`src/source/sense_pkg.sv`:
```
// -------------------
// current sense datapath types.
// widths, sample and result words, configuration.
// -------------------
`default_nettype none

package sense_pkg;

	localparam int in_width   = 13;
	localparam int out_width  = 16;
	// sample width plus growth of rate 32 cubed.
	localparam int acc_width  = 28;
	localparam int rate_bits  = 5;
	localparam int shift_bits = 5;

	typedef struct packed {
		logic                       valid;
		logic signed [in_width-1:0] data;
	} sample_t;

	typedef struct packed {
		logic                        valid;
		logic signed [out_width-1:0] data;
	} result_t;

	typedef struct packed {
		logic                       enable;
		logic [rate_bits-1:0]       rate_m1;
		logic [shift_bits-1:0]      shift;
		logic signed [in_width-1:0] offset;
	} sense_cfg_t;

endpackage

`default_nettype wire

```
`src/source/apb_pkg.sv`:
```
// -------------------
// APB bus types and register map
// of the current sense block.
// -------------------
`default_nettype none

package apb_pkg;

	typedef struct packed {
		logic        psel;
		logic        penable;
		logic        pwrite;
		logic [7:0]  paddr;
		logic [31:0] pwdata;
	} apb_req_t;

	typedef struct packed {
		logic [31:0] prdata;
		logic        pready;
		logic        pslverr;
	} apb_rsp_t;

	// register offsets.
	localparam logic [7:0] addr_ctrl   = 8'h00;
	localparam logic [7:0] addr_offset = 8'h04;
	localparam logic [7:0] addr_status = 8'h08;
	localparam logic [7:0] addr_result = 8'h0C;

	// field positions.
	localparam int ctrl_enable_bit     = 0;
	localparam int ctrl_rate_lsb       = 8;
	localparam int ctrl_shift_lsb      = 16;
	localparam int offset_lsb          = 0;
	localparam int status_count_lsb    = 0;
	localparam int status_overflow_bit = 8;
	localparam int status_clip_bit     = 9;

endpackage

`default_nettype wire

```
`src/source/sense_regs.sv`:
```
// -------------------
// APB register block for the sense path.
// control, offset, sticky status, result pops.
// -------------------
`timescale 1ns/1ns
`default_nettype none

module sense_regs (
	input  logic                  clk,
	input  logic                  reset,
	input  apb_pkg::apb_req_t     apb_req,
	output apb_pkg::apb_rsp_t     apb_rsp,
	output sense_pkg::sense_cfg_t cfg,
	input  logic                  clip,
	input  sense_pkg::result_t    fifo_head,
	input  logic [3:0]            fifo_count,
	input  logic                  overflow,
	output logic                  pop
);

	logic        access;
	logic        wr_access;
	logic        rd_access;
	logic        addr_hit;
	logic        status_wr;
	logic        clip_sticky;
	logic        overflow_sticky;
	logic [31:0] read_data;

	assign access    = apb_req.psel && apb_req.penable;
	assign wr_access = access && apb_req.pwrite;
	assign rd_access = access && !apb_req.pwrite;
	assign status_wr = wr_access && (apb_req.paddr == apb_pkg::addr_status);

	always_comb begin
		case (apb_req.paddr)
			apb_pkg::addr_ctrl,
			apb_pkg::addr_offset,
			apb_pkg::addr_status,
			apb_pkg::addr_result: addr_hit = 1'b1;
			default:              addr_hit = 1'b0;
		endcase
	end

	// read mux, only meaningful in the access phase.
	always_comb begin
		read_data = '0;
		case (apb_req.paddr)
			apb_pkg::addr_ctrl: begin
				read_data[apb_pkg::ctrl_enable_bit] = cfg.enable;
				read_data[apb_pkg::ctrl_rate_lsb +: sense_pkg::rate_bits] = cfg.rate_m1;
				read_data[apb_pkg::ctrl_shift_lsb +: sense_pkg::shift_bits] = cfg.shift;
			end
			apb_pkg::addr_offset: begin
				read_data[apb_pkg::offset_lsb +: sense_pkg::in_width] = cfg.offset;
			end
			apb_pkg::addr_status: begin
				read_data[apb_pkg::status_count_lsb +: 4] = fifo_count;
				read_data[apb_pkg::status_overflow_bit] = overflow_sticky;
				read_data[apb_pkg::status_clip_bit] = clip_sticky;
			end
			apb_pkg::addr_result: begin
				// empty FIFO reads as zero.
				if (fifo_head.valid) begin
					read_data = {{(32-sense_pkg::out_width){fifo_head.data[sense_pkg::out_width-1]}},
						fifo_head.data};
				end
			end
			default: begin
				read_data = '0;
			end
		endcase
	end

	assign apb_rsp.prdata  = rd_access ? read_data : '0;
	assign apb_rsp.pready  = access;
	assign apb_rsp.pslverr = access && !addr_hit;

	assign pop = rd_access && (apb_req.paddr == apb_pkg::addr_result) && fifo_head.valid;

	always_ff @(posedge clk or posedge reset) begin
		if (reset) begin
			cfg             <= '0;
			clip_sticky     <= 1'b0;
			overflow_sticky <= 1'b0;
		end else begin
			if (wr_access && (apb_req.paddr == apb_pkg::addr_ctrl)) begin
				cfg.enable  <= apb_req.pwdata[apb_pkg::ctrl_enable_bit];
				cfg.rate_m1 <= apb_req.pwdata[apb_pkg::ctrl_rate_lsb +: sense_pkg::rate_bits];
				cfg.shift   <= apb_req.pwdata[apb_pkg::ctrl_shift_lsb +: sense_pkg::shift_bits];
			end
			if (wr_access && (apb_req.paddr == apb_pkg::addr_offset)) begin
				cfg.offset <= apb_req.pwdata[apb_pkg::offset_lsb +: sense_pkg::in_width];
			end
			// a new event wins over a write-1 clear.
			clip_sticky <= clip ||
				(clip_sticky && !(status_wr && apb_req.pwdata[apb_pkg::status_clip_bit]));
			overflow_sticky <= overflow ||
				(overflow_sticky && !(status_wr && apb_req.pwdata[apb_pkg::status_overflow_bit]));
		end
	end

endmodule

`default_nettype wire

```
`src/source/sample_conditioner.sv`:
```
// -------------------
// sample conditioner.
// offset removal with saturation and clip flag.
// -------------------
`timescale 1ns/1ns
`default_nettype none

module sample_conditioner #(
	parameter int IN_WIDTH = sense_pkg::in_width
) (
	input  logic                  clk,
	input  logic                  reset,
	input  sense_pkg::sense_cfg_t cfg,
	input  sense_pkg::sample_t    sample_in,
	output sense_pkg::sample_t    sample_out,
	output logic                  clip
);

	localparam logic signed [IN_WIDTH-1:0] SAT_MAX = {1'b0, {(IN_WIDTH-1){1'b1}}};
	localparam logic signed [IN_WIDTH-1:0] SAT_MIN = {1'b1, {(IN_WIDTH-1){1'b0}}};

	logic                       take;
	logic signed [IN_WIDTH:0]   diff;
	logic                       saturate;
	logic signed [IN_WIDTH-1:0] limited;
	logic                       out_valid;
	logic signed [IN_WIDTH-1:0] out_data;

	assign take = sample_in.valid && cfg.enable;

	// one guard bit, then check it against the sign.
	assign diff = {sample_in.data[IN_WIDTH-1], sample_in.data} -
		{cfg.offset[IN_WIDTH-1], cfg.offset};
	assign saturate = diff[IN_WIDTH] != diff[IN_WIDTH-1];
	assign limited  = !saturate ? diff[IN_WIDTH-1:0] : (diff[IN_WIDTH] ? SAT_MIN : SAT_MAX);

	always_ff @(posedge clk or posedge reset) begin
		if (reset) begin
			out_valid <= 1'b0;
			clip      <= 1'b0;
		end else begin
			out_valid <= take;
			clip      <= take && saturate;
		end
	end

	always_ff @(posedge clk) begin
		if (take) begin
			out_data <= limited;
		end
	end

	assign sample_out.valid = out_valid;
	assign sample_out.data  = out_data;

endmodule

`default_nettype wire

```
`src/source/cic_decimator.sv`:
```
// -------------------
// sinc3 CIC decimator.
// rate and output shift come from the register block.
// -------------------
`timescale 1ns/1ns
`default_nettype none

module cic_decimator #(
	parameter int IN_WIDTH  = sense_pkg::in_width,
	parameter int OUT_WIDTH = sense_pkg::out_width,
	parameter int ACC_WIDTH = sense_pkg::acc_width
) (
	input  logic                  clk,
	input  logic                  reset,
	input  sense_pkg::sense_cfg_t cfg,
	input  sense_pkg::sample_t    sample,
	output sense_pkg::result_t    result
);

	logic signed [ACC_WIDTH-1:0]      sample_ext;
	logic signed [ACC_WIDTH-1:0]      integ1;
	logic signed [ACC_WIDTH-1:0]      integ2;
	logic signed [ACC_WIDTH-1:0]      integ3;
	logic signed [ACC_WIDTH-1:0]      integ1_next;
	logic signed [ACC_WIDTH-1:0]      integ2_next;
	logic signed [ACC_WIDTH-1:0]      integ3_next;
	logic [sense_pkg::rate_bits-1:0]  block_count;
	logic                             block_done;
	logic                             cap_valid;
	logic                             comb1_valid;
	logic                             comb2_valid;
	logic                             out_valid;
	logic signed [ACC_WIDTH-1:0]      cap;
	logic signed [ACC_WIDTH-1:0]      comb1;
	logic signed [ACC_WIDTH-1:0]      comb2;
	logic signed [ACC_WIDTH-1:0]      comb3;
	logic signed [ACC_WIDTH-1:0]      comb3_shifted;
	logic signed [ACC_WIDTH-1:0]      delay1;
	logic signed [ACC_WIDTH-1:0]      delay2;
	logic signed [ACC_WIDTH-1:0]      delay3;
	logic signed [OUT_WIDTH-1:0]      out_data;

	assign sample_ext = {{(ACC_WIDTH-IN_WIDTH){sample.data[IN_WIDTH-1]}}, sample.data};

	// integrator chain is combinational so that the kernel
	// ends on the current sample.
	assign integ1_next = integ1 + sample_ext;
	assign integ2_next = integ2 + integ1_next;
	assign integ3_next = integ3 + integ2_next;

	assign block_done = sample.valid && (block_count == cfg.rate_m1);

	always_ff @(posedge clk or posedge reset) begin
		if (reset) begin
			integ1      <= '0;
			integ2      <= '0;
			integ3      <= '0;
			block_count <= '0;
		end else if (!cfg.enable) begin
			integ1      <= '0;
			integ2      <= '0;
			integ3      <= '0;
			block_count <= '0;
		end else if (sample.valid) begin
			integ1 <= integ1_next;
			integ2 <= integ2_next;
			integ3 <= integ3_next;
			block_count <= block_done ? '0 : block_count + 1'b1;
		end
	end

	// comb pipeline, each stage steps on its own valid.
	always_ff @(posedge clk or posedge reset) begin
		if (reset) begin
			cap_valid   <= 1'b0;
			comb1_valid <= 1'b0;
			comb2_valid <= 1'b0;
			out_valid   <= 1'b0;
			delay1      <= '0;
			delay2      <= '0;
			delay3      <= '0;
		end else if (!cfg.enable) begin
			cap_valid   <= 1'b0;
			comb1_valid <= 1'b0;
			comb2_valid <= 1'b0;
			out_valid   <= 1'b0;
			delay1      <= '0;
			delay2      <= '0;
			delay3      <= '0;
		end else begin
			cap_valid   <= block_done;
			comb1_valid <= cap_valid;
			comb2_valid <= comb1_valid;
			out_valid   <= comb2_valid;
			if (cap_valid) begin
				delay1 <= cap;
			end
			if (comb1_valid) begin
				delay2 <= comb1;
			end
			if (comb2_valid) begin
				delay3 <= comb2;
			end
		end
	end

	assign comb3         = comb2 - delay3;
	assign comb3_shifted = comb3 >>> cfg.shift;

	always_ff @(posedge clk) begin
		if (block_done) begin
			cap <= integ3_next;
		end
		if (cap_valid) begin
			comb1 <= cap - delay1;
		end
		if (comb1_valid) begin
			comb2 <= comb1 - delay2;
		end
		if (comb2_valid) begin
			out_data <= comb3_shifted[OUT_WIDTH-1:0];
		end
	end

	assign result.valid = out_valid;
	assign result.data  = out_data;

endmodule

`default_nettype wire

```
`src/source/result_fifo.sv`:
```
// -------------------
// result FIFO.
// drops new results when full and flags it.
// -------------------
`timescale 1ns/1ns
`default_nettype none

module result_fifo #(
	parameter int OUT_WIDTH  = sense_pkg::out_width,
	parameter int FIFO_DEPTH = 8
) (
	input  logic               clk,
	input  logic               reset,
	input  sense_pkg::result_t push,
	input  logic               pop,
	output sense_pkg::result_t head,
	output logic [3:0]         count,
	output logic               overflow
);

	localparam int PTR_WIDTH = $clog2(FIFO_DEPTH);

	logic signed [OUT_WIDTH-1:0] mem [FIFO_DEPTH];
	logic [PTR_WIDTH-1:0]        wr_ptr;
	logic [PTR_WIDTH-1:0]        rd_ptr;
	logic                        empty;
	logic                        full;
	logic                        wr_en;
	logic                        rd_en;

	function automatic logic [PTR_WIDTH-1:0] ptr_inc(input logic [PTR_WIDTH-1:0] ptr);
		return (ptr == PTR_WIDTH'(FIFO_DEPTH - 1)) ? '0 : ptr + 1'b1;
	endfunction

	assign empty = (count == 4'd0);
	assign full  = (count == 4'(FIFO_DEPTH));
	assign wr_en = push.valid && !full;
	assign rd_en = pop && !empty;

	always_ff @(posedge clk or posedge reset) begin
		if (reset) begin
			wr_ptr   <= '0;
			rd_ptr   <= '0;
			count    <= '0;
			overflow <= 1'b0;
		end else begin
			if (wr_en) begin
				wr_ptr <= ptr_inc(wr_ptr);
			end
			if (rd_en) begin
				rd_ptr <= ptr_inc(rd_ptr);
			end
			case ({wr_en, rd_en})
				2'b10:   count <= count + 1'b1;
				2'b01:   count <= count - 1'b1;
				default: count <= count;
			endcase
			// oldest entries stay, the new one is lost.
			overflow <= push.valid && full;
		end
	end

	always_ff @(posedge clk) begin
		if (wr_en) begin
			mem[wr_ptr] <= push.data;
		end
	end

	assign head.valid = !empty;
	assign head.data  = mem[rd_ptr];

endmodule

`default_nettype wire

```
`src/source/current_sense_top.sv`:
```
// -------------------
// current sense decimation front end.
// conditioner, sinc3 decimator, result FIFO
// and the APB register block.
// -------------------
`timescale 1ns/1ns
`default_nettype none

module current_sense_top #(
	parameter int IN_WIDTH   = sense_pkg::in_width,
	parameter int OUT_WIDTH  = sense_pkg::out_width,
	parameter int ACC_WIDTH  = sense_pkg::acc_width,
	parameter int FIFO_DEPTH = 8
) (
	input  logic               clk,
	input  logic               reset,
	input  apb_pkg::apb_req_t  apb_req,
	output apb_pkg::apb_rsp_t  apb_rsp,
	input  sense_pkg::sample_t sample_in
);

	sense_pkg::sense_cfg_t cfg;
	sense_pkg::sample_t    cond_sample;
	sense_pkg::result_t    cic_result;
	sense_pkg::result_t    fifo_head;
	logic [3:0]            fifo_count;
	logic                  clip;
	logic                  overflow;
	logic                  pop;

	sense_regs u_regs (
		.clk        (clk),
		.reset      (reset),
		.apb_req    (apb_req),
		.apb_rsp    (apb_rsp),
		.cfg        (cfg),
		.clip       (clip),
		.fifo_head  (fifo_head),
		.fifo_count (fifo_count),
		.overflow   (overflow),
		.pop        (pop)
	);

	sample_conditioner #(.IN_WIDTH(IN_WIDTH)) u_conditioner (
		.clk        (clk),
		.reset      (reset),
		.cfg        (cfg),
		.sample_in  (sample_in),
		.sample_out (cond_sample),
		.clip       (clip)
	);

	cic_decimator #(
		.IN_WIDTH  (IN_WIDTH),
		.OUT_WIDTH (OUT_WIDTH),
		.ACC_WIDTH (ACC_WIDTH)
	) u_cic (
		.clk    (clk),
		.reset  (reset),
		.cfg    (cfg),
		.sample (cond_sample),
		.result (cic_result)
	);

	result_fifo #(
		.OUT_WIDTH  (OUT_WIDTH),
		.FIFO_DEPTH (FIFO_DEPTH)
	) u_fifo (
		.clk      (clk),
		.reset    (reset),
		.push     (cic_result),
		.pop      (pop),
		.head     (fifo_head),
		.count    (fifo_count),
		.overflow (overflow)
	);

endmodule

`default_nettype wire

```
`config.mk`:
```
export PLATFORM = sky130hd
export DESIGN_NAME = current_sense_top
export DESIGN_NICKNAME = d
export VERILOG_FILES = /design/src/source/sense_pkg.sv /design/src/source/apb_pkg.sv /design/src/source/sense_regs.sv /design/src/source/sample_conditioner.sv /design/src/source/cic_decimator.sv /design/src/source/result_fifo.sv /design/src/source/current_sense_top.sv
export SDC_FILE = /design/constraint.sdc
export NUM_CORES = 1
export LEC_CHECK = 0
export ABC_AREA = 1
export BUFFER_PORTS_ARGS = -buffer_cell sky130_fd_sc_hd__buf_2
export CAP_MARGIN = 20
export CORE_MARGIN = 1
export CORE_UTILIZATION = 32
export DETAILED_ROUTE_END_ITERATION = 10
export GPL_TIMING_DRIVEN = 0
export SLEW_MARGIN = 20
export SYNTH_ARGS = -nofsm -noshare
export SYNTH_HDL_FRONTEND = slang
export SYNTH_SLANG_ARGS = --single-unit
```
`constraint.sdc`:
```
create_clock -name clk -period 14.05 [get_ports clk]
set_input_delay 2.81 -clock clk [delete_from_list [all_inputs] [get_ports clk]]
set_output_delay 2.81 -clock clk [all_outputs]
set_load 0.01 [all_outputs]
```
==> run summary <==
The most common library cell in the layout ignoring fill and taps is sky130_fd_sc_hd__nand2_1. The total track usage is 0.162. After layout, the worst setup slack is roughly 5.7 ns. The count of cell types in the netlist came out at 61. The clock share of power came out at 0.465. The overall die width is ~300 um. The starting density of the core is 0.324. The filler-free cell count of the finished design came out at 4676. The switching fraction of total power came out at 0.221. The number of global-route vias before repair is between 20k and 25k.

The critical path is of the primary input to output pin type. The tree is rooted in a sky130_fd_sc_hd__clkbuf_16. The count of hold buffers inserted by post-cts repair is 0. The wire length of the first global-routing pass came out at 118000 um. The number of placed cells counting well taps is 4587. TritonCTS built the clock tree.

The worst endpoint required time came out at about 11 ns. Gates resized during post-CTS repair numbered 0. The largest incremental delay on the critical path came out at 0.88 ns. The buffering stage count on the worst path with inverters included is 4. The arrival time of the worst setup path came out at approximately 5.6 ns. The floorplan step defined a die boundary enclosing around 0.090 mm^2. The pin count of the biggest net entering global routing came out at 90. The minimum period implied by the final worst setup slack is ~8.4 ns. The global placer's final weighted congestion is approximately 0.9. The number of nets at the end of the flow came out at 3735. The placeable core region came out at 0.0872 mm^2.

The period utilization came out at 0.597. After technology mapping, the gate count stands at about 3.3k. The power per cell area came out at roughly 88 mW/mm^2. Of the total power, combinational logic draws 0.032. The I/O pin total came out at 93. The detailed-route wire length is between 70000 and 80000 um.

The fraction of final layout cells with drive strength greater than 1 is 0.0775. The signed area change from the synthesized netlist to the final layout came out at 13.0%. The worst hold slack across all endpoints is approximately 0.43 ns.

The final setup violation count came out at 0. The DRC violation total after the first TritonRoute iteration is ~1.5k. The worst setup path is captured at an output pin. The number of placement rows came out at 108.

The critical path goes through buf_2 > nor2_1 > inv_1 > nor3_1 > nand2_1 > nor2_1 > nand2_1 > a21oi_1 > inv_1 > o21ai_0 > buf_2. Before CTS, the worst setup slack after placement is around 5.6 ns. CTS built an H-tree with a depth of 2. The path class of the tightest hold or removal check is flip-flop to flip-flop.

Counting flops with a built-in enable in the synthesized netlist gives about 240. The average cell area after synthesis came out at 8.46 um^2. Among all flip-flop cells after synthesis, the most frequent one is sky130_fd_sc_hd__edfxtp_1. The worst IR drop on VDD is ~0.000077 V.

The average wire per cell in the routed design came out at between 15 and 20 um. The die is roughly 300 um tall. The headroom to the max-slew limit is 0.289.

The final route contains between 20k and 25k vias. Clock-pin slew was measured on the worst setup and hold paths at roughly 0.060 ns. The placed instances occupy a cell area of just over 0.03 mm^2. The number of buffers added on ports came out at 78. The maximum root-to-sink buffer count is 3. The clock arrives with 0.0238 ns of skew.

The net switching power figure is between 0.0006 and 0.0007 W. The final instance area came out at 0.0319 mm^2. The number of nets still failing antenna checks after routing came out at 0.

The share of the Yosys chip area taken by registers is 0.447. The number of buffers inserted to repair setup after CTS is 0. The Yosys warning count is 0. The largest fanout on the critical path is 13.

The startpoint type of the worst setup path is a primary input. After routing, the total negative slack on setup checks comes to 0 ns. The hold violation total from the final report came out at 0.

The residual overflow from global routing is 0. In this run the static leakage power is between 10 and 15 nW. The via density per instance is 4.93.

The cell with the largest stage delay on the worst path is sky130_fd_sc_hd__a21oi_1. In this run the cell area of the synthesized design comes to 0.0283 mm^2. The total clock sinks is about 460. Setup repair after global routing left no endpoint under its margin. The later-pin clock latency in the skew report is between 0.6 and 0.7 ns.

The total of max-cap violations is 0. The post-synthesis async set-or-reset flop share came out at 0.473. The synthesis-stage register bit count is between 400 and 500.

The internal power component is between 0.002 and 0.0025 W. After detailed routing, the number of remaining DRC violations is 0. The number of pins exceeding their max-slew limit in the final report is 0. When the netlist entered floorplanning its net count stood at about 3.6k. The diode insertion count for antenna repair came out at 0. The sequential power share is 0.503.

Buffers inserted during clock tree synthesis total 48. The number of antenna violations at the first check in global routing came out at 0. The total iterations of the first detailed-routing run came out at 6. The family with the most delay on the worst path is simple AND/OR/NAND/NOR gates. The detailed-placement wirelength estimate came out at 56400 um.

For the pin with the worst max-slew slack, the measured transition is between 1 and 1.5 ns. The flow ran to the end, and the final reports show no timing, DRC or antenna violations. Derived from the worst setup path, the maximum achievable clock frequency is 119 MHz.

The library cells used most frequently in the layout, excluding fill and tap cells, are 759 x sky130_fd_sc_hd__nand2_1, 425 x sky130_fd_sc_hd__inv_1, 257 x sky130_fd_sc_hd__nand3_1.
==> synthesized netlist by cell type, types with 11 or more instances <==
master	number	area, um^2
sky130_fd_sc_hd__a21oi_1	199	996
sky130_fd_sc_hd__edfxtp_1	241	7240
sky130_fd_sc_hd__buf_2	15	75.1
sky130_fd_sc_hd__o22ai_1	13	81.3
sky130_fd_sc_hd__a21o_1	13	97.6
sky130_fd_sc_hd__ha_1	186	2330
sky130_fd_sc_hd__nor3_1	26	130
sky130_fd_sc_hd__nor2_1	201	754
sky130_fd_sc_hd__o221ai_1	28	245
sky130_fd_sc_hd__mux2i_1	26	260
sky130_fd_sc_hd__buf_4	14	105
sky130_fd_sc_hd__o21ai_1	21	105
sky130_fd_sc_hd__nor4_1	11	68.8
sky130_fd_sc_hd__nand4_1	21	131
sky130_fd_sc_hd__xnor2_1	47	412
sky130_fd_sc_hd__o21ai_0	240	1200
sky130_fd_sc_hd__a31oi_1	16	100
sky130_fd_sc_hd__dfrtp_1	216	5410
sky130_fd_sc_hd__a22o_1	49	429
sky130_fd_sc_hd__clkbuf_1	54	203
sky130_fd_sc_hd__nand2_1	759	2850
sky130_fd_sc_hd__o21bai_1	13	97.6
sky130_fd_sc_hd__buf_1	11	41.3
sky130_fd_sc_hd__nand3_1	257	1290
sky130_fd_sc_hd__inv_1	426	1600
sky130_fd_sc_hd__xor2_1	97	850
sky130_fd_sc_hd__nand2_2	12	75.1
==> power groups by stage <==
stage / logic (W) / clock network, W / registers, W
floorplan: 0.0000572 / 0 / 0.00143
global route: 0.000102 / 0.00138 / 0.00141
detailed placement: 0.0000903 / 0 / 0.00143
CTS: 0.0000909 / 0.00133 / 0.00141
finish: 0.0000891 / 0.00130 / 0.00141
global placement: 0.0000875 / 0 / 0.00143
==> state kept, by name, indices dropped and copies added, names as in the netlist, 3 cells and up <==
signal	flops
u_cic.block_count	5
u_cic.cap	28
u_cic.comb1	28
u_cic.integ2	28
u_regs.cfg	24
u_fifo.mem	128
u_fifo.count	4
u_cic.comb2	28
u_cic.integ3	28
u_cic.out_data	16
u_conditioner.out_data	13
u_cic.delay2	28
u_cic.delay3	28
u_cic.delay1	28
u_fifo.rd_ptr	3
u_fifo.wr_ptr	3
u_cic.integ1	28
==> area by class of cell <==
type	instances	area [um^2]
Multi-Input combinational cell	2353	13600
Sequential cell	457	12600
Clock inverter	21	249
Buffer	97	454
Tap cell	1155	1450
Timing Repair Buffer	91	584
Clock buffer	68	1350
Fill cell	9001	55200
Inverter	434	1640
==> path summary, 6_finish.rpt <==
| kind | from | to | slack [ns] | cells after the start |
|---|---|---|---|---|
| max reg2reg | u_conditioner.out_data[12]$_DFFE_PP_ | u_cic.cap[27]$_DFFE_PP_ | 8.21 | 32 |
| min reg2reg | u_conditioner.clip$_DFF_PP0_ | u_regs.clip_sticky$_DFF_PP0_ | 0.43 | 2 |
| max | apb_req[33] | apb_rsp[22] | 5.66 | 11 |
| min in group asynchronous | reset | u_cic.integ3[19]$_DFFE_PP0P_ | 2.24 | 2 |
| min | u_conditioner.clip$_DFF_PP0_ | u_regs.clip_sticky$_DFF_PP0_ | 0.43 | 2 |
| max in group asynchronous | reset | u_cic.delay3[14]$_DFFE_PP0P_ | 11.00 | 3 |
==> stage by stage <==
| step | util | total power, W |
|---|---|---|
| after floorplan | - | 0.00149 |
| after global placement | 0.346 | 0.00152 |
| after detailed placement | 0.348 | 0.00152 |
| after CTS | 0.367 | 0.00283 |
| after global routing | 0.367 | 0.00289 |
| final | 0.367 | 0.00280 |
==> tightest hold or removal path: cells and delay by family (launching register included) <==
family,cells,cell delay (ns)
DFF,1,0.32
and+or+nand+nor,1,0.05
buffers and inverters,1,0.03
==> kinds of logic after synthesis <==
| kind of cell | Yosys count | share of synthesized area |
|---|---|---|
| multiplexers | 26 | 0.00920 |
| flip-flops | 457 | 0.447 |
| AO/OA/AOI/OAI | 652 | 0.136 |
| buffers and inverters | 531 | 0.0737 |
| adder cells (fa/ha/maj) | 194 | 0.0880 |
| AND/OR/NAND/NOR | 1337 | 0.201 |
| XOR/XNOR | 144 | 0.0446 |
==> routing by layer <==
layer / vias to the layer above / wire length, um / global-route usage
li1: 11576 / - / -
met5: - / 0 / 0
met2: 508 / 33800 / 0.269
met1: 10859 / 34400 / 0.225
met4: 0 / 1540 / 0.0386
met3: 112 / 3440 / 0.0181
Power figures use the tool's default switching activity.
